$ cat config.mk
export PLATFORM = sky130hd
export DESIGN_NAME = btac_resolve_flat
export DESIGN_NICKNAME = d
export VERILOG_FILES = /design/src/verilog/btac_pkg.sv /design/src/verilog/btb_if.sv /design/src/verilog/btac_resolve.sv /design/src/flat_wrapper.sv
export SDC_FILE = /design/constraint.sdc
export NUM_CORES = 1
export LEC_CHECK = 0
export BUFFER_PORTS_ARGS = -buffer_cell sky130_fd_sc_hd__buf_2
export CAP_MARGIN = 40
export CORE_AREA = 2 2 320 322
export CTS_CLUSTER_SIZE = 16
export DETAILED_ROUTE_END_ITERATION = 10
export DIE_AREA = 0 0 322 324
export SLEW_MARGIN = 10
export SYNTH_ARGS = -nofsm -noshare
export SYNTH_HDL_FRONTEND = slang
export SYNTH_SLANG_ARGS = --single-unit
$ cat constraint.sdc
create_clock -name clock -period 5.72 [get_ports clock]
set_clock_uncertainty 0.05 [all_clocks]
set_input_delay 1.144 -clock clock [delete_from_list [all_inputs] [get_ports clock]]
set_output_delay 1.144 -clock clock [all_outputs]
set_load 0.01 [all_outputs]
$ cat src/verilog/btac_pkg.sv
package btac_pkg;

  // address and data width of the core
  localparam int xlen = 32;

  // direct-mapped target buffer geometry
  localparam int btb_entries = 64;
  localparam int btb_index_width = $clog2(btb_entries);

  // the index is taken from the word address, so the two low PC bits are skipped
  localparam int btb_index_lsb = 2;
  localparam int btb_index_msb = btb_index_lsb + btb_index_width - 1;

  // one buffer entry is 96 bits wide, the target sits in the top word
  // an entry that is all zero has never been written and counts as empty
  typedef struct packed {
    logic [xlen-1:0] target; // predicted branch target
    logic [xlen-1:0] pc;     // branch PC, compared as the tag
    logic [xlen-1:0] npc;    // fall-through address
  } btb_entry_t;

endpackage
$ cat src/verilog/btb_if.sv
interface btb_if;

  // write port, driven by the resolve logic
  logic wen;
  logic [btac_pkg::btb_index_width-1:0] waddr;
  btac_pkg::btb_entry_t wdata;

  // two read ports, addresses from the lookup logic and data from the array
  logic [btac_pkg::btb_index_width-1:0] raddr0;
  logic [btac_pkg::btb_index_width-1:0] raddr1;
  btac_pkg::btb_entry_t rdata0;
  btac_pkg::btb_entry_t rdata1;

  modport writer (
    output wen, waddr, wdata
  );

  modport reader (
    output raddr0, raddr1,
    input rdata0, rdata1
  );

  modport storage (
    input wen, waddr, wdata, raddr0, raddr1,
    output rdata0, rdata1
  );

endinterface

$ cat src/verilog/btac_resolve.sv
module btac_resolve (
  input logic clock,
  input logic reset,
  input logic clear,
  input logic [btac_pkg::xlen-1:0] upd_pc0,
  input logic [btac_pkg::xlen-1:0] upd_npc0,
  input logic [btac_pkg::xlen-1:0] upd_addr0,
  input logic upd_jal0,
  input logic upd_branch0,
  input logic upd_jump0,
  input logic [btac_pkg::xlen-1:0] upd_pc1,
  input logic [btac_pkg::xlen-1:0] upd_npc1,
  input logic [btac_pkg::xlen-1:0] upd_addr1,
  input logic upd_jal1,
  input logic upd_branch1,
  input logic upd_jump1,
  input logic fetch_taken,
  input logic [btac_pkg::xlen-1:0] fetch_taddr,
  input logic [btac_pkg::xlen-1:0] fetch_tpc,
  input logic [btac_pkg::xlen-1:0] fetch_tnpc,
  input logic decode_taken,
  input logic [btac_pkg::xlen-1:0] decode_taddr,
  input logic [btac_pkg::xlen-1:0] decode_tpc,
  input logic [btac_pkg::xlen-1:0] decode_tnpc,
  input logic issue_taken,
  input logic [btac_pkg::xlen-1:0] issue_taddr,
  input logic [btac_pkg::xlen-1:0] issue_tpc,
  input logic [btac_pkg::xlen-1:0] issue_tnpc,
  input logic execute_taken,
  input logic [btac_pkg::xlen-1:0] execute_taddr,
  input logic [btac_pkg::xlen-1:0] execute_tpc,
  input logic [btac_pkg::xlen-1:0] execute_tnpc,
  input logic memory_taken,
  input logic [btac_pkg::xlen-1:0] memory_taddr,
  input logic [btac_pkg::xlen-1:0] memory_tpc,
  input logic [btac_pkg::xlen-1:0] memory_tnpc,
  btb_if.writer bus,
  output logic pred_miss,
  output logic [btac_pkg::xlen-1:0] pred_maddr
);

  // most recent taken prediction reported by any stage
  typedef struct packed {
    logic taken;
    logic [btac_pkg::xlen-1:0] taddr;
    logic [btac_pkg::xlen-1:0] tpc;
    logic [btac_pkg::xlen-1:0] tnpc;
  } record_t;

  record_t rec_q;
  record_t rec_d;
  logic match0;
  logic match1;

  // only a resolved jump writes, slot 0 supplies the entry if it jumped
  always_comb begin
    if (clear) begin
      bus.wen = 1'b0;
      bus.waddr = '0;
      bus.wdata = '0;
    end else begin
      bus.wen = ((upd_jal0 | upd_branch0) & upd_jump0) |
                ((upd_jal1 | upd_branch1) & upd_jump1);
      if (upd_jump0) begin
        bus.waddr = upd_pc0[btac_pkg::btb_index_msb:btac_pkg::btb_index_lsb];
        bus.wdata = {upd_addr0, upd_pc0, upd_npc0};
      end else begin
        bus.waddr = upd_pc1[btac_pkg::btb_index_msb:btac_pkg::btb_index_lsb];
        bus.wdata = {upd_addr1, upd_pc1, upd_npc1};
      end
    end
  end

  // later stages are older instructions and override earlier ones
  always_comb begin
    rec_d = rec_q;
    if (memory_taken) begin
      rec_d = '{1'b1, memory_taddr, memory_tpc, memory_tnpc};
    end else if (execute_taken) begin
      rec_d = '{1'b1, execute_taddr, execute_tpc, execute_tnpc};
    end else if (issue_taken) begin
      rec_d = '{1'b1, issue_taddr, issue_tpc, issue_tnpc};
    end else if (decode_taken) begin
      rec_d = '{1'b1, decode_taddr, decode_tpc, decode_tnpc};
    end else if (fetch_taken) begin
      rec_d = '{1'b1, fetch_taddr, fetch_tpc, fetch_tnpc};
    end

    match0 = rec_d.taken && (upd_pc0 == rec_d.tpc);
    match1 = rec_d.taken && (upd_pc1 == rec_d.tpc);

    pred_miss = 1'b0;
    pred_maddr = '0;
    if (match0) begin
      if (upd_jump0) begin
        pred_maddr = upd_addr0;
        pred_miss = (upd_addr0 != rec_d.taddr); // predicted but to the wrong target
        rec_d.taken = 1'b0;
      end else if (upd_branch0) begin
        pred_maddr = rec_d.tnpc; // predicted taken, resolved not taken
        pred_miss = 1'b1;
        rec_d.taken = 1'b0;
      end
    end else if (match1) begin
      if (upd_jump1) begin
        pred_maddr = upd_addr1;
        pred_miss = (upd_addr1 != rec_d.taddr);
        rec_d.taken = 1'b0;
      end else if (upd_branch1) begin
        pred_maddr = rec_d.tnpc;
        pred_miss = 1'b1;
        rec_d.taken = 1'b0;
      end
    end else if (upd_jump0) begin
      // a jump nobody predicted always redirects
      pred_maddr = upd_addr0;
      pred_miss = 1'b1;
      rec_d.taken = 1'b0;
    end else if (upd_jump1) begin
      pred_maddr = upd_addr1;
      pred_miss = 1'b1;
      rec_d.taken = 1'b0;
    end

    if (clear) begin
      pred_miss = 1'b0;
      pred_maddr = '0;
      rec_d = '0;
    end
  end

  always_ff @(posedge clock) begin
    if (!reset) begin
      rec_q <= '0;
    end else begin
      rec_q <= rec_d;
    end
  end

endmodule

$ cat src/flat_wrapper.sv
// flat-port wrapper written by rule: the top's interface ports become plain ports
module btac_resolve_flat 
  (clock, reset, clear, upd_pc0, upd_npc0, upd_addr0, upd_jal0, upd_branch0, upd_jump0, upd_pc1, upd_npc1, upd_addr1, upd_jal1, upd_branch1, upd_jump1, fetch_taken, fetch_taddr, fetch_tpc, fetch_tnpc, decode_taken, decode_taddr, decode_tpc, decode_tnpc, issue_taken, issue_taddr, issue_tpc, issue_tnpc, execute_taken, execute_taddr, execute_tpc, execute_tnpc, memory_taken, memory_taddr, memory_tpc, memory_tnpc, pred_miss, pred_maddr, bus_wen, bus_waddr, bus_wdata);
  btb_if bus_i ();
  input logic clock;
  input logic reset;
  input logic clear;
  input logic [btac_pkg::xlen-1:0] upd_pc0;
  input logic [btac_pkg::xlen-1:0] upd_npc0;
  input logic [btac_pkg::xlen-1:0] upd_addr0;
  input logic upd_jal0;
  input logic upd_branch0;
  input logic upd_jump0;
  input logic [btac_pkg::xlen-1:0] upd_pc1;
  input logic [btac_pkg::xlen-1:0] upd_npc1;
  input logic [btac_pkg::xlen-1:0] upd_addr1;
  input logic upd_jal1;
  input logic upd_branch1;
  input logic upd_jump1;
  input logic fetch_taken;
  input logic [btac_pkg::xlen-1:0] fetch_taddr;
  input logic [btac_pkg::xlen-1:0] fetch_tpc;
  input logic [btac_pkg::xlen-1:0] fetch_tnpc;
  input logic decode_taken;
  input logic [btac_pkg::xlen-1:0] decode_taddr;
  input logic [btac_pkg::xlen-1:0] decode_tpc;
  input logic [btac_pkg::xlen-1:0] decode_tnpc;
  input logic issue_taken;
  input logic [btac_pkg::xlen-1:0] issue_taddr;
  input logic [btac_pkg::xlen-1:0] issue_tpc;
  input logic [btac_pkg::xlen-1:0] issue_tnpc;
  input logic execute_taken;
  input logic [btac_pkg::xlen-1:0] execute_taddr;
  input logic [btac_pkg::xlen-1:0] execute_tpc;
  input logic [btac_pkg::xlen-1:0] execute_tnpc;
  input logic memory_taken;
  input logic [btac_pkg::xlen-1:0] memory_taddr;
  input logic [btac_pkg::xlen-1:0] memory_tpc;
  input logic [btac_pkg::xlen-1:0] memory_tnpc;
  output logic pred_miss;
  output logic [btac_pkg::xlen-1:0] pred_maddr;
  output wire logic [$bits(bus_i.wen)-1:0] bus_wen;
  output wire logic [$bits(bus_i.waddr)-1:0] bus_waddr;
  output wire logic [$bits(bus_i.wdata)-1:0] bus_wdata;
  assign bus_wen = bus_i.wen;
  assign bus_waddr = bus_i.waddr;
  assign bus_wdata = bus_i.wdata;
  btac_resolve u_core (.clock(clock), .reset(reset), .clear(clear), .upd_pc0(upd_pc0), .upd_npc0(upd_npc0), .upd_addr0(upd_addr0), .upd_jal0(upd_jal0), .upd_branch0(upd_branch0), .upd_jump0(upd_jump0), .upd_pc1(upd_pc1), .upd_npc1(upd_npc1), .upd_addr1(upd_addr1), .upd_jal1(upd_jal1), .upd_branch1(upd_branch1), .upd_jump1(upd_jump1), .fetch_taken(fetch_taken), .fetch_taddr(fetch_taddr), .fetch_tpc(fetch_tpc), .fetch_tnpc(fetch_tnpc), .decode_taken(decode_taken), .decode_taddr(decode_taddr), .decode_tpc(decode_tpc), .decode_tnpc(decode_tnpc), .issue_taken(issue_taken), .issue_taddr(issue_taddr), .issue_tpc(issue_tpc), .issue_tnpc(issue_tnpc), .execute_taken(execute_taken), .execute_taddr(execute_taddr), .execute_tpc(execute_tpc), .execute_tnpc(execute_tnpc), .memory_taken(memory_taken), .memory_taddr(memory_taddr), .memory_tpc(memory_tpc), .memory_tnpc(memory_tnpc), .bus(bus_i), .pred_miss(pred_miss), .pred_maddr(pred_maddr));
endmodule
======== Word-level counts from Yosys, hierarchy flattened ========
Cells that the tools add are included.
operators by class
  $add $sub $neg .......................... 0
  multipliers ............................. 0
  div/mod/pow operators ................... 0
  $lt $le $gt $ge ......................... 0
  equality and inequality tests ........... 4
  shift operators ......................... 0
  multiplexer cells ....................... 36
  bitwise logic cells ..................... 6
  reductions and logical operators ........ 3
operators with widths
  cell                  count
  97-bit 2-to-1 mux     5
  32-bit 2-to-1 mux     9
  96-bit 2-to-1 mux     2
  32-bit equality test  2
  32-bit != test        2
  1-bit 2-to-1 mux      18
  6-bit 2-to-1 mux      2
  1-bit OR              3
  1-bit bitwise AND     2
  1-bit logical AND     2
  2-bit OR reduction    1
  1-bit NOT             1
storage, ports and cells
  register bits after elaboration ......... 97
  latch bits .............................. 0
  bits in writable memories ............... 0
  bits in read-only memories .............. 0
  bits of input ports ..................... 686
  output and inout port bits .............. 136
  word-level logic and storage cells ...... 53
  memories kept ........................... 0

======== Longest topological paths before layout ========
Gate-level depths: netlist (run 1).
  word-level depth ........................ 10
  mapped depth ............................ 17
  gate-level depth less buffers ........... 9

======== Worst setup path before layout (run 1) ========
No wires, ideal clock.
  path type ............................... input to output
  start point ............................. in issue_taken
  end point ............................... out pred_maddr[5] in the netlist's numbering
  data arrival time ....................... 4264 ps
  data required time ...................... 4526 ps
  slack ................................... 262 ps
  stages .................................. 11
  buffers on the path ..................... 3
  cells stage by stage .................... or2_2 clkbuf_1 o32a_2 xnor2_1 or4_1 or4_4 or4_4 buf_6 buf_6 o211a_1 o21ai_1
between the ends
  cells in the longest elaborated chain, start to end .. 8
  elaborated cells between the ends (all ways) .. 14
  classes of those cells .................. 2 x eq/ne; 10 x mux; 2 x reduce/logical
RTL lines
  item                                                              line                                     source
  from (decl)                                                       flat_wrapper.sv:28                       input logic issue_taken;
  97-bit 2-to-1 mux *                                               btac_resolve.sv:81                       end else if (issue_taken) begin
  97-bit 2-to-1 mux *                                               btac_resolve.sv:79                       end else if (execute_taken) begin
  97-bit 2-to-1 mux *                                               btac_resolve.sv:77                       if (memory_taken) begin
  32-bit equality test / 32-bit 2-to-1 mux (equally long branches)  btac_resolve.sv:90, btac_resolve.sv:109
  1-bit logical AND / 32-bit 2-to-1 mux (equally long branches)     btac_resolve.sv:90, btac_resolve.sv:105
  32-bit 2-to-1 mux                                                 btac_resolve.sv:104                      end else if (match1) begin
  32-bit 2-to-1 mux *                                               btac_resolve.sv:94                       if (match0) begin
  32-bit 2-to-1 mux *                                               btac_resolve.sv:125                      if (clear) begin
  to (decl)                                                         flat_wrapper.sv:41                       output logic [btac_pkg::xlen-1:0] pred_maddr;
Mark *: on every way between the ends. The rest lies on a longest branch, timed or not.

======== Final worst setup path (run 1) ========
  start point ............................. in fetch_taken
  end point ............................... out pred_maddr[31] in the netlist's numbering
between the ends
  cells in the longest elaborated chain, start to end .. 10
  elaborated cells between the ends (all ways) .. 16
  classes of those cells .................. 2 x eq/ne; 12 x mux; 2 x reduce/logical
RTL lines
  item                                                              line                                     source
  from (decl)                                                       flat_wrapper.sv:20                       input logic fetch_taken;
  97-bit 2-to-1 mux *                                               btac_resolve.sv:85                       end else if (fetch_taken) begin
  97-bit 2-to-1 mux *                                               btac_resolve.sv:83                       end else if (decode_taken) begin
  97-bit 2-to-1 mux *                                               btac_resolve.sv:81
  97-bit 2-to-1 mux *                                               btac_resolve.sv:79
  97-bit 2-to-1 mux *                                               btac_resolve.sv:77
  32-bit equality test / 32-bit 2-to-1 mux (equally long branches)  btac_resolve.sv:90, btac_resolve.sv:109
  1-bit logical AND / 32-bit 2-to-1 mux (equally long branches)     btac_resolve.sv:90, btac_resolve.sv:105
  32-bit 2-to-1 mux                                                 btac_resolve.sv:104
  32-bit 2-to-1 mux *                                               btac_resolve.sv:94
  32-bit 2-to-1 mux *                                               btac_resolve.sv:125
Marked as above.

==> results of run 1 <==
final timing paths:
check                                      start               end  slack (ns)  depth (start not counted)
worst max-delay path                 fetch_taken    pred_maddr[31]       -0.13                         15
worst min-delay path            u_core.rec_q[95]  u_core.rec_q[95]        0.68                          3
worst max register to register  u_core.rec_q[51]  u_core.rec_q[96]        2.59                         10
worst min register to register  u_core.rec_q[95]  u_core.rec_q[95]        0.68                          3
where the power goes:
group	leakage (uW)	switching (uW)	internal, uW
combinational	0.00887	947	717
clock	0.000149	372	383
sequential	0.000797	11.3	710
synth_stat cells (all sizes together) (44+ instances only):
cell type  instances
a21oi            123
buf               63
clkbuf            99
dfxtp             97
mux2i            163
nand2            124
nand2b            52
nand3             56
nor2             232
nor2b             60
o211ai            44
o21ai            111
xnor2             71
cell families (layout without fill, tap and decap cells):
family,count (synthesis),in the layout,synth area share [%]
AND/OR/NAND/NOR,670,670,26.3
AO/OA/AOI/OAI,547,547,29.8
other,0,10,0
buffers and inverters,172,1067,6.23
flip-flops,97,97,15.2
XOR/XNOR,97,97,6.67
multiplexers,195,195,15.7
critical path: cells and delay by family:
kind | cells | cell delay, ns
AOI/OAI and AO/OA | 4 | 0.69
buffers and inverters | 6 | 0.94
muxes | 1 | 0.11
and+or+nand+nor | 4 | 1.75
metal layers:
metal | vias to the layer above | part of all wire (%)
met5 | - | 0.070
met3 | 165 | 6.5
met1 | 8793 | 45
met4 | 12 | 2.9
li1 | 8284 | -
met2 | 1009 | 46
repair_timing:
action / 4_1_cts / 5_1_grt
setup endpoints to repair: 33 / 33
pin swaps: 61 / 29
gates resized for setup: 71 / 65
setup buffers: 5 / 7
cloned: 3 / 3
final cells by class:
cell class              instances  share of cell area [%]
flip-flops and latches         97                    9.30
repair buffers               1042                    30.9
well taps                    1309                    7.84
clock inverters                 5                   0.389
inverters                      10                   0.192
diodes                         10                   0.120
multi-input cells            1509                    50.2
clock buffers                  10                    1.10
metrics by stage:
stage	instances	utilization [%]	TNS, ns
2_1_floorplan	1778	-	0
3_3_place_gp	3946	19.4	-4.67
3_5_place_dp	3949	19.5	-5.06
4_1_cts	3972	20.2	-2.00
5_1_grt	3989	20.7	-4.66
6_report	3992	20.7	-2.04
==> results.md, run 1 <==
* Status: finished with violations
* Failing checks: setup timing
* Gr busiest metal: met2
* Port buffer count at a little over 800
* Commonest non-fill, non-tap cell in the layout: buf_2
* Synth Area per Inst at 7.17 um2
* Critical Path Sink Type: primary output
* CTS Buf Count at 9
* Global-route usage over all layers at 19.3%
* I/O Pins at roughly 820
* Nets at 3355
* Registers with the most flip-flops: u_core.rec_q: 97 flops
* Synth Instances at approximately 1800
* WP data required at 4.53 ns
* Initial antenna violation count at 36
* Clock Tree Root: clkbuf_16
* LEAKAGE at 0.00981 uW
* Largest area contributor in the netlist: dfxtp_1
* Routed WL per cell at between 20 and 30 um
* Vias per cell at 4.57
* Later-pin clock latency in the skew report at 0.42 ns
* Die area at 0.104 mm2
* Final setup vio count at 28
* Post-Route WL at approximately 110000 um
* Clk buf depth at 2
* Pwr Density at approximately 150 mW/mm2
* GR Layer Usage met2 at 31.4%
* Die Y at around 320 um
* Post-Syn Nets at 2464
* Final ANT Viol Nets at 0
* VDD IR max at 0.113 mV
* Initial core utilization at 12.6%
* Worst-Margin Slew at 0.828 ns
* DR pass1 iterations at 6
* Relative slew slack at 44.8%
* Critical path fanouts, max at 8
* Crit path top cell by count: or4_4
* Final period util at 102%
* Ys flop type: dfxtp_1
* Multi-input logic area at 0.0105 mm2
* Worst path cell trace: buf_16 -> buf_4 -> mux2i_1 -> a21oi_1 -> buf_4 -> nand2b_4 -> a31oi_4 -> or4_4 -> or4_4 -> or4_4 -> buf_12 -> buf_16 -> o211ai_1 -> a22o_1 -> buf_2
* Crit path time final at about 6 ns
* Fill cells at about 12000
* Commonest cells after routing, fill and taps aside: buf_2, nor2_1, buf_4
* Final Hold Fails at 0
* Violation count after the first detailed-route iteration at between 1500 and 2000
* Synth Register Bits at 97
* Routed vias at between 15000 and 20000
* RSZ-0062 raised after global routing: yes
* First-pass GRT wire length at 139000 um
* Worst path arrival time at 4.66 ns
* Area of the mapped netlist at 0.0127 mm2
* Clock sink count at 97
* CTS tree: built
* Vias in the first global route at 17123
* Design area at between 0.02 and 0.025 mm2
* Crit-path max cell delay at 0.58 ns
* Worst hold path class: flop to flop
* Post-synth EDFFs at 0
* Number of max-cap violations at 0
* Total Power at 3140 uW
* Met1 Use GR at 25.9%
* # DRC at 0
* Setup CP Type: input pin to primary output
* Die W at between 300 and 400 um
* CP Launch Type: input pin
* Final WS setup at -0.132 ns
* Clock-pin slew on the worst setup and hold paths at 0.08 ns
* Max-slew violation count at 0
* Top cell type's share of synthesized area at ~15%
* Sequential area share after synthesis at 15.2%
* Area growth, synth to finish at 63.9%
* Seq. cell area at about 0.002 mm2
* DP Area at 0.0197 mm2
* Asr flop ratio synth at 0%
* Hold slack at 0.682 ns
* GP Congestion at 0.953
* DPL Wire Length at 89000 um
* Core area at ~0.1 mm2
* Layout cells sized above 1 at between 40 and 50%
* Synth cell types at 78
* Met3 Use GR at around 3.2%
* Max frequency at 171 MHz
* Slowest cell on crit path: or4_4
* Post-place setup slack at -0.490 ns
* Hold Buf Count CTS at 0
* Pin count of the biggest net entering global routing at 65
* Ys Warns at 0
* Synth area leaders: dfxtp_1, mux2i_1, nor2_1, xnor2_1, a21oi_1
* Max reg flops at 97
* Row count at around 120
* CTS H-tree lvls at 3
* GRT overflow at 0
* Top reg by flops: u_core.rec_q
(Power assumes the default switching activity.)
==> run 2, diff against run 1 <==
CTS_BUF_LIST = sky130_fd_sc_hd__clkbuf_16   (was not set)
==> results.md, run 2 (same netlist as run 1, synthesis figures left out) <==
* Core area at just over 0.1 mm2
* Later-pin clock latency in the skew report at 0.42 ns
* Crit path top cell by count: or4_4
* Clk buf depth at 2
* Total Power at roughly 3100 uW
* Crit-path max cell delay at 0.57 ns
* Registers with the most flip-flops: u_core.rec_q: 97 flops
* Port buffer count at 821
* R2R Path End: u_core.rec_q[96]
* Final WS setup at -0.127 ns
* Post-place setup slack at -0.490 ns
* Crit-path leading delay family: simple AND/OR/NAND/NOR gates
* Worst R2R Start: u_core.rec_q[51]
* Critical path fanouts, max at 8
* Post-Route WL at 108000 um
* Crit path time final at around 6 ns
* Top reg by flops: u_core.rec_q
* Initial antenna violation count at 36
* Setup crit end: pred_maddr[31]
* CTS tree: built
* GP Congestion at 0.953
* Max reg flops at 97
* Row count at 117
* Worst path arrival time at 4.65 ns
* Critical Path Sink Type: primary output
* RSZ-0062 raised after global routing: yes
* Relative slew slack at a little under half
* Worst path cell trace: buf_16 -> buf_4 -> mux2i_1 -> a21oi_1 -> buf_4 -> nand2b_4 -> a31oi_4 -> or4_4 -> or4_4 -> or4_4 -> buf_12 -> buf_16 -> o211ai_1 -> a22o_1 -> buf_2
* Core Util, Final at 20.7%
* Clock Tree Root: clkbuf_16
* Setup CP Type: input pin to primary output
* # DRC at 0
* Die W at between 300 and 400 um
* CTS Buf Count at 9
* WP buf/inv at 6
* DPL Wire Length at 89000 um
* CTS H-tree lvls at 3
* GRT overflow at 0
* Vias in the first global route at 17123
* Setup crit start: fetch_taken
* Slowest cell on crit path: or4_4
* VDD IR max at 0.114 mV
* Commonest cells after routing, fill and taps aside: buf_2, nor2_1, buf_4
* Worst-Margin Slew at 0.818 ns
* Final setup vio count at 28
* Routed WL per cell at around 27 um
* DP Area at around 0.02 mm2
* Setup_tns at -1.91 ns
* CP Launch Type: input pin
* Seq. cell area at 0.00194 mm2
* Fill cells at 11518
* Final period util at 102%
* DR pass1 iterations at 6
* Clock sink count at between 90 and 100
* Pwr Density at about 150 mW/mm2
* Final ANT Viol Nets at 0
* Max-slew violation count at 0
* Clock-pin slew on the worst setup and hold paths at 0.08 ns
* Layout cells sized above 1 at between 40 and 50%
* Number of max-cap violations at 0
* LEAKAGE at 0.00982 uW
* Area growth, synth to finish at 63.9%
* Multi-input logic area at 0.0105 mm2
* Pin count of the biggest net entering global routing at 65
* Violation count after the first detailed-route iteration at between 1500 and 2000
* Design area at 0.0209 mm2
* Routed vias at ~18000
* WP data required at 4.53 ns
* Commonest non-fill, non-tap cell in the layout: buf_2
* Global-route usage over all layers at between 10% and 20%
* Worst hold path class: flop to flop
* Vias per cell at around 4.6
* Die area at about 0.10 mm2
* Initial core utilization at 12.6%
* Nets at 3355
* CP Depth at 15
* FF-to-FF path depth at 10
* Status: finished with violations
* Reg2Reg Setup Slack at 2.60 ns
* Die Y at 324 um
* I/O Pins at 822
* Failing checks: setup timing
* Final Hold Fails at 0
* Max frequency at 171 MHz
* First-pass GRT wire length at roughly 140000 um
-- run 2: cell count changes in the layout (fill, tap and decap cells not counted), sizes merged --
cell and change:
clkbuf -1, inv +1, diode +1
-- run 2: what timing repair did --
| item | CTS | global route |
|---|---|---|
| gates resized for setup | 71 | 65 |
| pin swaps | 61 | 29 |
| endpoints found under the setup margin | 33 | 33 |
| hold buffers | 0 | 0 |
| setup buffers | 5 | 7 |
| cloned | 3 | 3 |
-- run 2: through the flow --
| stage | hold WS [ns] | instances |
|---|---|---|
| finish | 0.682 | 3993 |
| floorplan | 0.630 | 1778 |
| global placement | 0.662 | 3946 |
| global route | 0.740 | 3989 |
| CTS | 0.686 | 3972 |
| detailed placement | 0.670 | 3949 |
-- run 2: cell type report --
class / count / share of cell area, %
clock inverters: 6 / 0.407
inverters: 10 / 0.192
well taps: 1309 / 7.84
repair buffers: 1042 / 30.9
flip-flops and latches: 97 / 9.29
diodes: 11 / 0.132
clock buffers: 9 / 1.08
multi-input cells: 1509 / 50.2
-- run 2: report_power, final --
part           internal (uW)  leakage (uW)  total [uW]  switching (uW)
logic                    717       0.00887        1660             946
registers                710      0.000797         721            11.3
clock network            381      0.000153         752             371
-- run 2: worst min-delay path by stage --
stage	slack, ns	endpoint	from	depth (start not counted)
after detailed placement	0.67	u_core.rec_q[95]	u_core.rec_q[95]	3
final	0.68	u_core.rec_q[95]	u_core.rec_q[95]	3
after CTS	0.69	u_core.rec_q[95]	u_core.rec_q[95]	3
after global placement	0.66	u_core.rec_q[84]	u_core.rec_q[84]	3
after floorplan	0.63	u_core.rec_q[90]	u_core.rec_q[90]	3
after global routing	0.74	u_core.rec_q[86]	u_core.rec_q[86]	3
-- run 2: worst min-delay path: cells and delay by family (launching register included) --
| kind | cells | cell delay (ns) |
|---|---|---|
| flops | 1 | 0.30 |
| compound gates | 2 | 0.27 |
| mux | 1 | 0.12 |
-- run 2: routing by layer --
metal  vias to the layer above  wire [um]  GRT usage, %
met5                         -         75             0
met4                        12       3090          5.86
met3                       158       7680          3.23
met2                      1017      49300          31.4
met1                      8723      47600          25.9
li1                       8284          -             -
