[src/verilog/btac_pkg.sv]
package btac_pkg;

  // address and data width of the core
  localparam int xlen = 32;

  // direct-mapped target buffer geometry
  localparam int btb_entries = 64;
  localparam int btb_index_width = $clog2(btb_entries);

  // the index is taken from the word address, so the two low PC bits are skipped
  localparam int btb_index_lsb = 2;
  localparam int btb_index_msb = btb_index_lsb + btb_index_width - 1;

  // one buffer entry is 96 bits wide, the target sits in the top word
  // an entry that is all zero has never been written and counts as empty
  typedef struct packed {
    logic [xlen-1:0] target; // predicted branch target
    logic [xlen-1:0] pc;     // branch PC, compared as the tag
    logic [xlen-1:0] npc;    // fall-through address
  } btb_entry_t;

endpackage
[src/verilog/btb_if.sv]
interface btb_if;

  // write port, driven by the resolve logic
  logic wen;
  logic [btac_pkg::btb_index_width-1:0] waddr;
  btac_pkg::btb_entry_t wdata;

  // two read ports, addresses from the lookup logic and data from the array
  logic [btac_pkg::btb_index_width-1:0] raddr0;
  logic [btac_pkg::btb_index_width-1:0] raddr1;
  btac_pkg::btb_entry_t rdata0;
  btac_pkg::btb_entry_t rdata1;

  modport writer (
    output wen, waddr, wdata
  );

  modport reader (
    output raddr0, raddr1,
    input rdata0, rdata1
  );

  modport storage (
    input wen, waddr, wdata, raddr0, raddr1,
    output rdata0, rdata1
  );

endinterface

[src/verilog/btac_lookup.sv]
module btac_lookup (
  input logic clock,
  input logic reset,
  input logic stall,
  input logic clear,
  input logic [btac_pkg::xlen-1:0] get_pc0,
  input logic [btac_pkg::xlen-1:0] get_pc1,
  btb_if.reader bus,
  output logic pred_branch,
  output logic [btac_pkg::xlen-1:0] pred_baddr,
  output logic [btac_pkg::xlen-1:0] pred_pc,
  output logic [btac_pkg::xlen-1:0] pred_npc
);

  logic [btac_pkg::xlen-1:0] pc0_q; // fetch PCs of the lookup in flight
  logic [btac_pkg::xlen-1:0] pc1_q;
  logic hit0;
  logic hit1;
  btac_pkg::btb_entry_t sel;

  always_ff @(posedge clock) begin
    if (!reset) begin
      pc0_q <= '0;
      pc1_q <= '0;
    end else if (!clear) begin
      pc0_q <= get_pc0;
      pc1_q <= get_pc1;
    end
  end

  // while clear holds the PCs the array keeps reading the same entries
  always_comb begin
    if (clear) begin
      bus.raddr0 = pc0_q[btac_pkg::btb_index_msb:btac_pkg::btb_index_lsb];
      bus.raddr1 = pc1_q[btac_pkg::btb_index_msb:btac_pkg::btb_index_lsb];
    end else begin
      bus.raddr0 = get_pc0[btac_pkg::btb_index_msb:btac_pkg::btb_index_lsb];
      bus.raddr1 = get_pc1[btac_pkg::btb_index_msb:btac_pkg::btb_index_lsb];
    end
  end

  // an entry hits when it is not empty and its full PC matches the tag
  assign hit0 = (|bus.rdata0) && (bus.rdata0.pc == pc0_q);
  assign hit1 = (|bus.rdata1) && (bus.rdata1.pc == pc1_q);

  assign sel = hit0 ? bus.rdata0 : bus.rdata1; // slot 0 wins when both hit

  always_comb begin
    if (stall || clear) begin
      pred_branch = 1'b0;
      pred_baddr = '0;
      pred_pc = '0;
      pred_npc = '0;
    end else begin
      pred_branch = hit0 | hit1;
      pred_baddr = sel.target;
      pred_pc = sel.pc;
      pred_npc = sel.npc;
    end
  end

endmodule

[src/flat_wrapper.sv]
// flat-port wrapper written by rule: the top's interface ports become plain ports
module btac_lookup_flat 
  (clock, reset, stall, clear, get_pc0, get_pc1, pred_branch, pred_baddr, pred_pc, pred_npc, bus_raddr0, bus_raddr1, bus_rdata0, bus_rdata1);
  btb_if bus_i ();
  input logic clock;
  input logic reset;
  input logic stall;
  input logic clear;
  input logic [btac_pkg::xlen-1:0] get_pc0;
  input logic [btac_pkg::xlen-1:0] get_pc1;
  output logic pred_branch;
  output logic [btac_pkg::xlen-1:0] pred_baddr;
  output logic [btac_pkg::xlen-1:0] pred_pc;
  output logic [btac_pkg::xlen-1:0] pred_npc;
  output wire logic [$bits(bus_i.raddr0)-1:0] bus_raddr0;
  output wire logic [$bits(bus_i.raddr1)-1:0] bus_raddr1;
  input wire logic [$bits(bus_i.rdata0)-1:0] bus_rdata0;
  input wire logic [$bits(bus_i.rdata1)-1:0] bus_rdata1;
  assign bus_raddr0 = bus_i.raddr0;
  assign bus_raddr1 = bus_i.raddr1;
  assign bus_i.rdata0 = bus_rdata0;
  assign bus_i.rdata1 = bus_rdata1;
  btac_lookup u_core (.clock(clock), .reset(reset), .stall(stall), .clear(clear), .get_pc0(get_pc0), .get_pc1(get_pc1), .bus(bus_i), .pred_branch(pred_branch), .pred_baddr(pred_baddr), .pred_pc(pred_pc), .pred_npc(pred_npc));
endmodule
[config.mk]
export PLATFORM = sky130hd
export DESIGN_NAME = btac_lookup_flat
export DESIGN_NICKNAME = d
export VERILOG_FILES = /design/src/verilog/btac_pkg.sv /design/src/verilog/btb_if.sv /design/src/verilog/btac_lookup.sv /design/src/flat_wrapper.sv
export SDC_FILE = /design/constraint.sdc
export NUM_CORES = 1
export LEC_CHECK = 0
export BUFFER_PORTS_ARGS = -buffer_cell sky130_fd_sc_hd__buf_4
export CORE_AREA = 2 2 143 145
export CTS_CLUSTER_DIAMETER = 50
export CTS_CLUSTER_SIZE = 25
export DETAILED_ROUTE_END_ITERATION = 10
export DIE_AREA = 0 0 145 147
export GPL_ROUTABILITY_DRIVEN = 0
export HOLD_SLACK_MARGIN = 0.1
export PLACE_DENSITY = 0.61
export SLEW_MARGIN = 20
export SYNTH_ARGS = -nofsm -noshare
export SYNTH_HDL_FRONTEND = slang
export SYNTH_SLANG_ARGS = --single-unit
[constraint.sdc]
create_clock -name clock -period 2.4 [get_ports clock]
set_input_delay 0.12 -clock clock [delete_from_list [all_inputs] [get_ports clock]]
set_output_delay 0.12 -clock clock [all_outputs]
set_load 0.005 [all_outputs]
; After elaboration in Yosys (flattened, before gate mapping)
; Index checks and enable logic that the tools add are counted.
[word_totals]
word_cells = 17
ff_bits = 64
[op_classes]
eq_ne = 2
n_reduce_logical = 5
bitwise_logic = 1
mux = 7
[ops]
columns = operator, count
row1 = 96-bit OR reduction, 2
row2 = 32-bit two-way mux, 3
row3 = 96-bit two-way mux, 1
row4 = 32-bit equality test, 2
row5 = 6-bit two-way mux, 2
row6 = 1-bit logical AND, 2
row7 = 1-bit logical OR, 1
row8 = 1-bit two-way mux, 1
row9 = 1-bit bitwise OR, 1

; Depth between registers and ports, before layout
; Gate-level depths: netlist of the first run.
[logic_depth]
depth_word = 4
mapped_depth = 8
mapped_depth_nobuf = 5

; Worst setup path after synthesis of the first run
; Ideal clock, no wire load.
[synth_path]
path_type = reg2out
start = register u_core.pc0_q[21] (netlist bit)
end = output pred_npc[10] (netlist bit)
stages_incl_launch_ff = 9
t_arrival_ps = 1732
path_slack_ps = 548
cell_sequence = dfxtp_1 > xor2_1 > nor4_1 > nand4_1 > a211oi_1 > buf_6 > buf_8 > buf_8 > mux2i_1
[synth_via]
elab_chain_cells = 4
[synth_rtl]
columns = item, line_no
row1 = "start, declared", btac_lookup.sv:15  ; logic [btac_pkg::xlen-1:0] pc0_q;
row2 = "start signal, assigned", btac_lookup.sv:26  ; pc0_q <= get_pc0;
row3 = 32-bit equality test, btac_lookup.sv:43  ; assign hit0 = (|bus.rdata0) && (bus.rdata0.pc == pc0_q);
row4 = 1-bit logical AND, btac_lookup.sv:43
row5 = 96-bit two-way mux, btac_lookup.sv:46  ; assign sel = hit0 ? bus.rdata0 : bus.rdata1;
row6 = 32-bit two-way mux, btac_lookup.sv:49  ; if (stall || clear) begin
row7 = "end, declared", flat_wrapper.sv:14  ; output logic [btac_pkg::xlen-1:0] pred_npc;
; Every way passes these cells.

; Worst setup path in the final report of the first run
[layout_path]
start = register u_core.pc0_q[11] (netlist bit)
end = output pred_pc[0] (netlist bit)
[layout_via]
elab_chain_cells = 4
[layout_rtl]
columns = item, line_no
row1 = 32-bit equality test, btac_lookup.sv:43
row2 = 1-bit logical AND, btac_lookup.sv:43
row3 = 96-bit two-way mux, btac_lookup.sv:46
row4 = 32-bit two-way mux, btac_lookup.sv:49
row5 = "end, declared", flat_wrapper.sv:13  ; output logic [btac_pkg::xlen-1:0] pred_pc;
; Every way passes these cells.

==> impl_results.md, run 1 <==
- Peak Freq: 0.3847 GHz
- Root Driver: clkbuf_16
- Clk_lat worst skew: between 0.3 and 0.4 ns
- Unrepaired setup endpoints after global routing: yes
- Fin. max-slew vios: 0
- Clock Skew: 0 ns
- Xor and xnor area share after synthesis: 10.43%
- Synthesized cell area: 5374 um2
- Power share of the clock group: 39.7%
- Internal Power: 2810 uW
- Startpoint types: flip-flop
- Total CTS buffers: 9
- Slew margin rel.: 63.42%
- VDD IR max: 0.3473 mV
- Crit. End Element: output pin
- Initial antenna violation count: 0
- Power Density: 395.5 nW/um2
- Final wirelength: 28980 um
- Full die area: 21320 um2
- Maximum root-to-sink buffer count: 2
- Worst path max stage delay: approximately 0.32 ns
- Rows: between 50 and 60
- Register Area: 1287 um2
- Syn. warnings: 0
- Nets@finish: 1352
- Synth cell types: 17
- Flop pwr share: a little under a third
- Register area share after synthesis: 23.84%
- Gr ovfl total: 0
- Count of port buffers added during placement: 368
- Status: finished, violations left
- Die Y: 147 um
- Io pins: roughly 370
- Initial Util: 27.08%
- CTS clk-pin slew, worst paths: around 0.060 ns
- Final setup violation count: 94
- Placed Area: approximately 8500 um2
- Clock sinks: between 60 and 70
- Sw Share: ~27%
- Critical Path RT: around 2.3 ns
- Failing checks: negative setup slack
- Die width: 145 um
- Post-Synth Adder-Cell Area: 0%
- Largest family of logic cells by synthesized area: simple AND/OR/NAND/NOR gates
- Multi-input logic area: between 4000 and 5000 um2
- Synthesis-to-finish area growth: 82.10%
- Cell mode on critical path: buf_12
- Slowest-stage cell, CP: dfxtp_1
- DP Wirelength: 23260 um
- Synth area leader: mux2i_1
- Top cell type's share of synthesized area: 27.57%
- #FFs+latches synth: 64
- Synthesized netlist net count: roughly 940
- Delay-heaviest family, CP: buffers and inverters
- Kind of critical path: flip-flop to output pin
- Drt wl/cell: approximately 21 um
- MaxCap Viol Count: 0
- Vias/cell: 4.800
- Global-route usage over all layers: 26.10%
- Largest net degree at the start of global routing: a little under 80
- Post-route ant nets: 0
- DRT iter0 DRCs: 269
- CP Cell Sequence: xor2_1 -> nor4_2 -> nand4_1 -> a211oi_4 -> buf_12 -> buf_12 -> buf_12 -> mux2i_4 -> buf_6
- First-pass GRT wire length: 42120 um
- Util after Layout: 49.31%
- Final hold vios: 0
- N_diodes: 0
- Post-Synthesis Cells: around 680
- Post-synthesis mux area share: 30.08%
- Final setup margin: -0.1994 ns
- Post-route cell area: 9786 um2
- Reg2reg setup slack: 1.50 ns
- Buffers plus inverters on the worst setup path: 4
- Vias: 6561
- Synth Area in Simple Gates: a little under a third
- Switching power: 1060 uW
- Power Total: 3870 uW
- Vias in the first global route: 6839
- FILL cells: 1932
- Drc violations: 0
- H-tree depth: 3
- Fin crit period: 2.599 ns
- Hold_ws: 0.1407 ns
- First-pass DRT Iterations: 5
- Gate power share: 30.0%
- LEAKAGE: 0.004321 uW
- Share of layout cells above drive strength 1: 41.93%
- Critical path arrival: 2.48 ns
- Worst Tran Pin Value: roughly 0.54 ns
- Mean Syn Cell Area: 7.926 um2
- Tcrit/Tclk final: 108.3%
- TritonCTS clock tree: built
- Core area: 19840 um2
- Top area cells in the synthesized netlist: mux2i_1 28%, dfxtp_1 24%, nand2_1 13%, xor2_1 10%, nor4_1 7.7%
- Min-Delay Path Class: input pin to flip-flop
- Crit Path Max Fanout: 8
- Compound-Gate Fraction of Synth Area: 0.4191%
- Setup WS pre-CTS: -0.03642 ns
-- per-stage QoR --
step | cells | TNS, ns
5_1_grt | 1367 | -22.03
4_1_cts | 1365 | -12.74
6_report | 1367 | -12.14
3_3_place_gp | 1292 | -0.05115
3_5_place_dp | 1292 | -0.05196
2_1_floorplan | 678 | 0
-- worst reg2reg max path: cells and delay by family (launching register included) --
kind / cells / cell delay (ns)
flops: 1 / 0.36
mux: 1 / 0.28
simple gates: 1 / 0.15
-- synth_stat cells (all sizes together) --
| cell type | number |
|---|---|
| nor4 | 66 |
| a211oi | 2 |
| mux2i | 148 |
| buf | 17 |
| xor2 | 64 |
| nor2b | 52 |
| and2 | 12 |
| o21a | 1 |
| mux2 | 12 |
| nand4 | 16 |
| dfxtp | 64 |
| nor2 | 3 |
| nand2 | 192 |
| clkbuf | 29 |
-- state kept, by name, summed over array words and instances, names as in the netlist --
register and flops:
u_core.pc1_q 32, u_core.pc0_q 32
-- power by group through the flow --
stage          sequential [uW]  combinational [uW]  clock, uW
2_1_floorplan             1180                 378          0
3_5_place_dp              1200                1060          0
4_1_cts                   1170                1140       1570
6_report                  1170                1160       1540
5_1_grt                   1180                1250       1600
3_3_place_gp              1190                1050          0
-- logic make-up after synthesis --
group | after synthesis
simple gates | 341
mux | 160
xor+xnor | 64
flops | 64
buf+inv | 46
compound gates | 3
-- area by class of cell --
cell class	instances	area share (%)
clock buffer	11	2.481
clock inverter	5	1.061
multi-input combinational	568	41.41
sequential	64	13.16
tap	270	3.452
timing repair buffer	449	38.43
-- timing repair --
action | 4_1_cts | 5_1_grt
pin swaps | 5 | 8
hold buffers | 52 | 0
setup buffers | 3 | 0
cloned | 2 | 3
endpoints found under the setup margin | 97 | 97
endpoints found under the hold margin | 52 | 0
gates resized for setup | 22 | 29
-- per-layer routing --
metal | part of all wire, % | up-vias | global-route usage [%]
met2 | 49 | 297 | 45.00
met3 | 7.3 | 40 | 6.149
li1 | - | 3168 | -
met1 | 41 | 3056 | 31.97
met4 | 3.0 | 0 | 9.059
met5 | 0 | - | 0
-- cells in the final DEF, fill, tap and decap left out --
cell type	instances
dfxtp_4	1
nor4_1	56
buf_4	373
dfxtp_1	61
o21a_1	1
buf_6	6
clkinv_2	1
buf_16	1
xor2_1	61
and2_1	12
mux2i_4	4
nor2_1	2
clkinv_4	1
clkbuf_16	12
nor2b_1	52
a211oi_1	1
buf_8	2
dlygate4sd3_1	52
xor2_2	3
clkbuf_8	1
a211oi_4	1
dfxtp_2	2
nand2_1	192
buf_12	12
mux2i_2	14
nand4_1	16
clkbuf_1	1
nor2_4	1
bufinv_16	3
mux2i_1	130
mux2_2	12
nor4_2	10
-- final timing paths --
check	depth (start not counted)	endpoint	startpoint
hold reg to reg	2	u_core.pc1_q[1]$_SDFFE_PN0N_	u_core.pc1_q[1]$_SDFFE_PN0N_
setup / recovery	9	pred_pc[0]	u_core.pc0_q[11]$_SDFFE_PN0N_
setup reg to reg	2	u_core.pc0_q[5]$_SDFFE_PN0N_	u_core.pc0_q[5]$_SDFFE_PN0N_
hold / removal	3	u_core.pc0_q[2]$_SDFFE_PN0N_	get_pc0[2]
(Power assumes the default switching activity.)
==> inputs of run 2 (changes only) <==
--- a/config.mk
+++ b/config.mk
@@ -8,3 +8,5 @@
 export BUFFER_PORTS_ARGS = -buffer_cell sky130_fd_sc_hd__buf_4
-export CORE_AREA = 2 2 143 145
+export CELL_PAD_IN_SITES_DETAIL_PLACEMENT = 0
+export CELL_PAD_IN_SITES_GLOBAL_PLACEMENT = 2
+export CORE_UTILIZATION = 21
 export CTS_CLUSTER_DIAMETER = 50
@@ -12,6 +14,5 @@
 export DETAILED_ROUTE_END_ITERATION = 10
-export DIE_AREA = 0 0 145 147
 export GPL_ROUTABILITY_DRIVEN = 0
 export HOLD_SLACK_MARGIN = 0.1
-export PLACE_DENSITY = 0.61
+export PLACE_DENSITY = 0.84
 export SLEW_MARGIN = 20
--- a/constraint.sdc
+++ b/constraint.sdc
@@ -3,2 +3,2 @@
 set_output_delay 0.12 -clock clock [all_outputs]
-set_load 0.005 [all_outputs]
+set_load 0.1 [all_outputs]
==> run 2 against run 1 <==
Net effect: the flow still finishes with violations (negative setup slack); clock power is 17% lower; worst hold slack worse by 0.014 ns; total power is 15% higher; count of clock-buffer cells in the layout is 1 lower; non-clock buffer count is 55 higher; global-route usage is 3.4 points lower; first-iteration DRC count is 30% higher; cell count is 8.4% higher; via count is 3.8% higher; clock skew stayed put; die area is 23% higher; register-to-register slack worse by 0.02 ns.
==> impl_results.md, run 2 (same netlist as run 1, synthesis figures left out) <==
- Top Registers: u_core.pc0_q (32), u_core.pc1_q (32)
- Initial Util: 21.40% (-5.7 points)
- Highest-count cells in the layout ignoring fill and taps: 329 x buf_4, 192 x nand2_1, 68 x buf_12
- Drc violations: 0 (unchanged)
- Io pins: 369 (unchanged)
- Status: finished, violations left
- LEAKAGE: 0.004988 uW (+15%)
- Count of port buffers added during placement: 368 (unchanged)
- Global-route usage over all layers: 22.74% (-3.4 points)
- Setup WS pre-CTS: -0.2996 ns (-0.2632 ns)
- Hold_ws: 0.1271 ns (-0.01359 ns)
- Largest net degree at the start of global routing: 84 (+6.3%)
- Unrepaired setup endpoints after global routing: yes
- Clk_lat worst skew: 0.34 ns (+0.02 ns)
- Nets@finish: 1407 (+4.1%)
- N_diodes: 0 (unchanged)
- Fin crit period: 2.824 ns (+0.2245 ns)
- Synthesis-to-finish area growth: 120.3%
- Final wirelength: 30720 um (+6.0%)
- Gr ovfl total: 0 (unchanged)
- Final setup violation count: 97 (+3.2%)
- Full die area: 26230 um2 (+23%)
- Initial antenna violation count: 0 (unchanged)
- DP Wirelength: 24290 um (+4.4%)
- Min-Delay Path Class: input pin to flip-flop
- Vias/cell: 4.596 (-4.2%)
- Root Driver: clkbuf_16
- Drt wl/cell: 20.73 um (-2.2%)
- Most common cell after layout, fill and taps aside: buf_4
- Clock Skew: 0 ns (unchanged)
- Startpoint types: flip-flop
- Share of layout cells above drive strength 1: 50.95% (+9.0 points)
- Clock sinks: 64 (unchanged)
- Worst Tran Pin Value: 0.7074 ns (+0.1638 ns)
- Post-route ant nets: 0 (unchanged)
- Slew margin rel.: 52.40% (-11 points)
- VDD IR max: 0.3443 mV (-0.86%)
- Rows: 58 (+12%)
- Critical path arrival: 2.70 ns (+0.22 ns)
- Fin. max-slew vios: 0 (unchanged)
- Core area: 25110 um2 (+27%)
- First-pass DRT Iterations: 5 (unchanged)
- Worst path max stage delay: 0.35 ns (+0.03 ns)
- Power Density: 376.5 nW/um2 (-4.8%)
- Vias: 6811 (+3.8%)
- Critical Path RT: 2.28 ns (about the same)
- FILL cells: 2350 (+22%)
- Vias in the first global route: 7037 (+2.9%)
- DRT iter0 DRCs: 350 (+30%)
- MaxCap Viol Count: 0 (unchanged)
- CP Cell Sequence: xor2_1 -> nor4_2 -> nand4_1 -> a211oi_4 -> buf_6 -> buf_12 -> buf_12 -> clkbuf_16 -> mux2i_2 -> buf_6
- TritonCTS clock tree: built
- Power Total: 4458 uW (+15%)
- Kind of critical path: flip-flop to output pin
- Crit Path Max Fanout: 5 (-3)
- Crit. End Element: output pin
- CTS clk-pin slew, worst paths: 0.06 ns (about the same)
- Final setup margin: -0.4239 ns (-0.2245 ns)
- Die width: 162.0 um (+12%)
- Slowest-stage cell, CP: nor4_2
- First-pass GRT wire length: 43610 um (+3.5%)
- Tcrit/Tclk final: 117.7% (+9.4 points)
- Maximum root-to-sink buffer count: 2 (unchanged)
- Failing checks: negative setup slack
- Die Y: 162.0 um (+10%)
- Total CTS buffers: 9 (unchanged)
- H-tree depth: 3 (unchanged)
- Peak Freq: 0.3541 GHz (-7.9%)
- Util after Layout: 47.15% (-2.2 points)
- Final hold vios: 0 (unchanged)
[run 2: cell types whose count changed in the layout (fill, tap and decap cells not counted), sizes merged]
| cell | before | now |
|---|---|---|
| buf | 394 | 449 |
| bufinv | 3 | 0 |
| clkinv | 2 | 4 |
| clkbuf | 14 | 13 |
| clkinvlp | 0 | 1 |
| inv | 0 | 1 |
[run 2: per-layer routing]
| metal | part of all wire [%] | up-vias | GRT usage (%) |
|---|---|---|---|
| met5 | 0 | - | 0 |
| met4 | 2.6 | 0 | 7.719 |
| met3 | 6.8 | 40 | 4.877 |
| met2 | 50 | 287 | 40.95 |
| met1 | 40 | 3197 | 26.45 |
| li1 | - | 3287 | - |
[run 2: worst paths after layout]
kind / startpoint / endpoint / slack (ns) / depth (start not counted)
worst max-delay path: u_core.pc0_q[12]$_SDFFE_PN0N_ / pred_baddr[31] / -0.42 / 10
worst min-delay path: get_pc0[2] / u_core.pc0_q[2]$_SDFFE_PN0N_ / 0.13 / 3
worst max register to register: u_core.pc0_q[2]$_SDFFE_PN0N_ / u_core.pc0_q[2]$_SDFFE_PN0N_ / 1.48 / 2
worst min register to register: u_core.pc0_q[12]$_SDFFE_PN0N_ / u_core.pc0_q[12]$_SDFFE_PN0N_ / 0.52 / 2
[run 2: through the flow]
stage               cells  setup TNS, ns  area [um2]
finish               1482         -32.61       11840
global route         1482         -39.52       11840
CTS                  1479         -33.17       11680
detailed placement   1396         -23.10        9723
global placement     1396         -23.35        9723
floorplan             678         -16.61        6155
[run 2: timing repair]
action	CTS	global route
setup endpoints to repair	97	97
resized for setup	228	24
endpoints found under the hold margin	52	0
pin swaps	2	5
hold buffers	52	0
buffers inserted	11	4
cloned	4	3
[run 2: worst max-delay path, delay by kind of cell (launching register included)]
| kind | cells | cell delay [ns] |
|---|---|---|
| AOI/OAI and AO/OA | 1 | 0.26 |
| xor gates and xnor gates | 1 | 0.16 |
| buffers and inverters | 5 | 0.83 |
| DFF | 1 | 0.32 |
| muxes | 1 | 0.22 |
| and+or+nand+nor | 2 | 0.57 |
[run 2: layout make-up]
type	count	area [um2]	area share, %
clock inverters	6	43.79	0.3699
well taps	330	412.9	3.487
repair buffers	504	5097	43.05
multi-input cells	568	4762	40.22
flip-flops and latches	64	1285	10.85
clock buffers	10	239.0	2.018
[run 2: where the power goes]
part / total (uW) / internal, uW / switching (uW)
clock network: 1280 / 731 / 545
logic: 2010 / 835 / 1170
registers: 1170 / 1130 / 45.4
==> inputs of run 3 (changes only) <==
==> constraint.sdc (replaced) <==
create_clock -name clock -period 2.4 [get_ports clock]
set_input_delay 0.48 -clock clock [delete_from_list [all_inputs] [get_ports clock]]
set_output_delay 0.48 -clock clock [all_outputs]
set_load 0.1 [all_outputs]
==> run 3 against run 2 <==
Net effect: the flow still finishes with violations (negative setup slack); count of clock-buffer cells in the layout unchanged; highest routed layer unchanged; utilization grew 3.9 points; cell count increased by 1.2%; sequential share of layout area is 0.82 points lower; sequential power about the same; die area stayed put; critical endpoint is now pred_npc[12]; worst hold slack better by 0.27 ns.
==> impl_results.md, run 3 (same netlist as run 1, synthesis figures left out) <==
- Status: finished, violations left
- Failing checks: negative setup slack
- Crit. End Element: output pin
- Min-Delay Path Class: input pin to flip-flop
- Critical Path RT: 1.92 ns (-0.36 ns)
- Rows: 58 (unchanged)
- R2R Path End: u_core.pc0_q[2]$_SDFFE_PN0N_
- Core area: 25110 um2 (unchanged)
- Final setup margin: -0.7833 ns (-0.3593 ns)
- Final hold vios: 0 (unchanged)
- Synthesis-to-finish area growth: 138.6%
- LEAKAGE: 0.005293 uW (+6.1%)
- Sw Share: 37.09% (-2.5 points)
- Post-route ant nets: 0 (unchanged)
- Power Density: 371.5 nW/um2 (-1.3%)
- Beginning of the critical path: u_core.pc0_q[22]$_SDFFE_PN0N_
- Most common cell after layout, fill and taps aside: buf_4
- Global-route usage over all layers: 24.48% (+1.7 points)
- Die Y: 162.0 um (unchanged)
- Internal Power: 2997 uW (+11%)
- Switching power: 1767 uW (+0.11%)
- Share of layout cells above drive strength 1: 57.40% (+6.4 points)
- Tcrit/Tclk final: 132.6% (+15 points)
- Slew margin rel.: 62.26% (+9.9 points)
- Worst Tran Pin Value: 0.5610 ns (-0.1464 ns)
- Gate power share: 45.6% (+0.5 points)
- Clk_lat worst skew: 0.33 ns (about the same)
- Drc violations: 0 (unchanged)
- First-pass GRT wire length: 47240 um (+8.3%)
- Unrepaired setup endpoints after global routing: yes
- Hold Crit Start: get_pc1[14]
- FF-to-FF Start: u_core.pc0_q[2]$_SDFFE_PN0N_
- Power share of the clock group: 29.7% (+1.1 points)
- Final wirelength: 32380 um (+5.4%)
- Root Driver: clkbuf_16
- Startpoint types: flip-flop
- Reg2reg setup slack: 1.51 ns (+0.03 ns)
- Io pins: 369 (unchanged)
- DP Wirelength: 25860 um (+6.5%)
- Peak Freq: 0.3141 GHz (-11%)
- Fin. max-slew vios: 0 (unchanged)
- Largest net degree at the start of global routing: 65 (-23%)
- Clock Skew: 0 ns (unchanged)
- Full die area: 26230 um2 (unchanged)
- Vias/cell: 4.617 (+0.47%)
- DRT iter0 DRCs: 354 (+1.1%)
- Kind of critical path: flip-flop to output pin
- Total CTS buffers: 9 (unchanged)
- Vias in the first global route: 7559 (+7.4%)
- Crit Path Max Fanout: 8 (+3)
- Hold Path Sink: u_core.pc1_q[14]$_SDFFE_PN0N_
- Critical path arrival: 2.70 ns (about the same)
- Initial Util: 21.40% (unchanged)
- H-tree depth: 3 (unchanged)
- Clock sinks: 64 (unchanged)
- Vias: 6926 (+1.7%)
- Top Registers: u_core.pc0_q (32), u_core.pc1_q (32)
- TritonCTS clock tree: built
- Nets@finish: 1426 (+1.4%)
- Fin crit period: 3.183 ns (+0.3593 ns)
- Maximum root-to-sink buffer count: 2 (unchanged)
- FILL cells: 2247 (-4.4%)
- Initial antenna violation count: 1 (+1)
- Drt wl/cell: 21.58 um (+4.1%)
- Final setup violation count: 97 (unchanged)
- Reg2Reg Depth: 2 (unchanged)
- Highest-count cells in the layout ignoring fill and taps: 387 x buf_4, 192 x nand2_1, 112 x buf_12
- MaxCap Viol Count: 0 (unchanged)
- First-pass DRT Iterations: 6 (+1)
- CTS clk-pin slew, worst paths: 0.05 ns (about the same)
- VDD IR max: 0.3417 mV (-0.76%)
- Util after Layout: 51.07% (+3.9 points)
- Flop pwr share: 24.7% (-1.6 points)
- Count of port buffers added during placement: 368 (unchanged)
- Power Total: 4764 uW (+6.9%)
- Gr ovfl total: 0 (unchanged)
- Die width: 162.0 um (unchanged)
- Hold Path Stages: 3 (unchanged)
## run 3: what timing repair did
item,CTS,global route
resized for setup,343,12
buffers inserted,8,1
pin swaps,12,8
setup endpoints to repair,97,97
hold buffers,0,0
gates cloned,7,0
endpoints found under the hold margin,0,0
## run 3: worst max-delay path by stage
stage	endpoint	slack, ns
floorplan	pred_npc[10]	-0.52
global placement	pred_npc[20]	-1.26
detailed placement	pred_npc[21]	-1.25
CTS	pred_npc[26]	-0.83
global route	pred_npc[12]	-0.86
finish	pred_npc[12]	-0.78
## run 3: area by class of cell
type	count	area [um2]	area share, %
clock inverters	4	70.07	0.5464
multi-input cells	568	5250	40.94
clock buffers	10	239.0	1.864
flip-flops and latches	64	1286	10.03
repair buffers	523	5563	43.38
well taps	330	412.9	3.220
diodes	1	2.502	0.01951
## run 3: metal layers
metal  vias to the layer above  track usage (%)  share of wire (%)
met5                         -                0                  0
met2                       310            45.65                 52
met1                      3249            27.57                 39
li1                       3330                -                  -
met3                        37            5.490                6.8
met4                         0            6.947                2.1
## run 3: through the flow
step	setup slack (ns)	setup TNS (ns)	cell area, um2	hold slack (ns)	cells
2_1_floorplan	-0.5223	-47.85	6616	0.5060	678
3_3_place_gp	-1.259	-117.62	10720	0.5181	1471
3_5_place_dp	-1.254	-116.07	10720	0.5300	1471
4_1_cts	-0.8284	-75.79	12790	0.3904	1500
5_1_grt	-0.8553	-75.91	12820	0.3934	1500
6_report	-0.7833	-68.87	12820	0.3968	1500
## run 3: power groups by stage
stage	combinational, uW	clock (uW)	sequential [uW]
after CTS	2160	1440	1180
final	2170	1410	1180
after global routing	2270	1480	1180
after global placement	1920	0	1200
after floorplan	1090	0	1180
after detailed placement	1930	0	1200
## run 3: critical path: stages, from the launching register on
cell and delay (ns):
dfxtp_2 0.32, xor2_1 0.13, nor4_1 0.29, buf_4 0.18, nand4_1 0.14, a211oi_4 0.30, buf_12 0.21, buf_12 0.14
buf_16 0.16, mux2i_4 0.27, buf_12 0.20
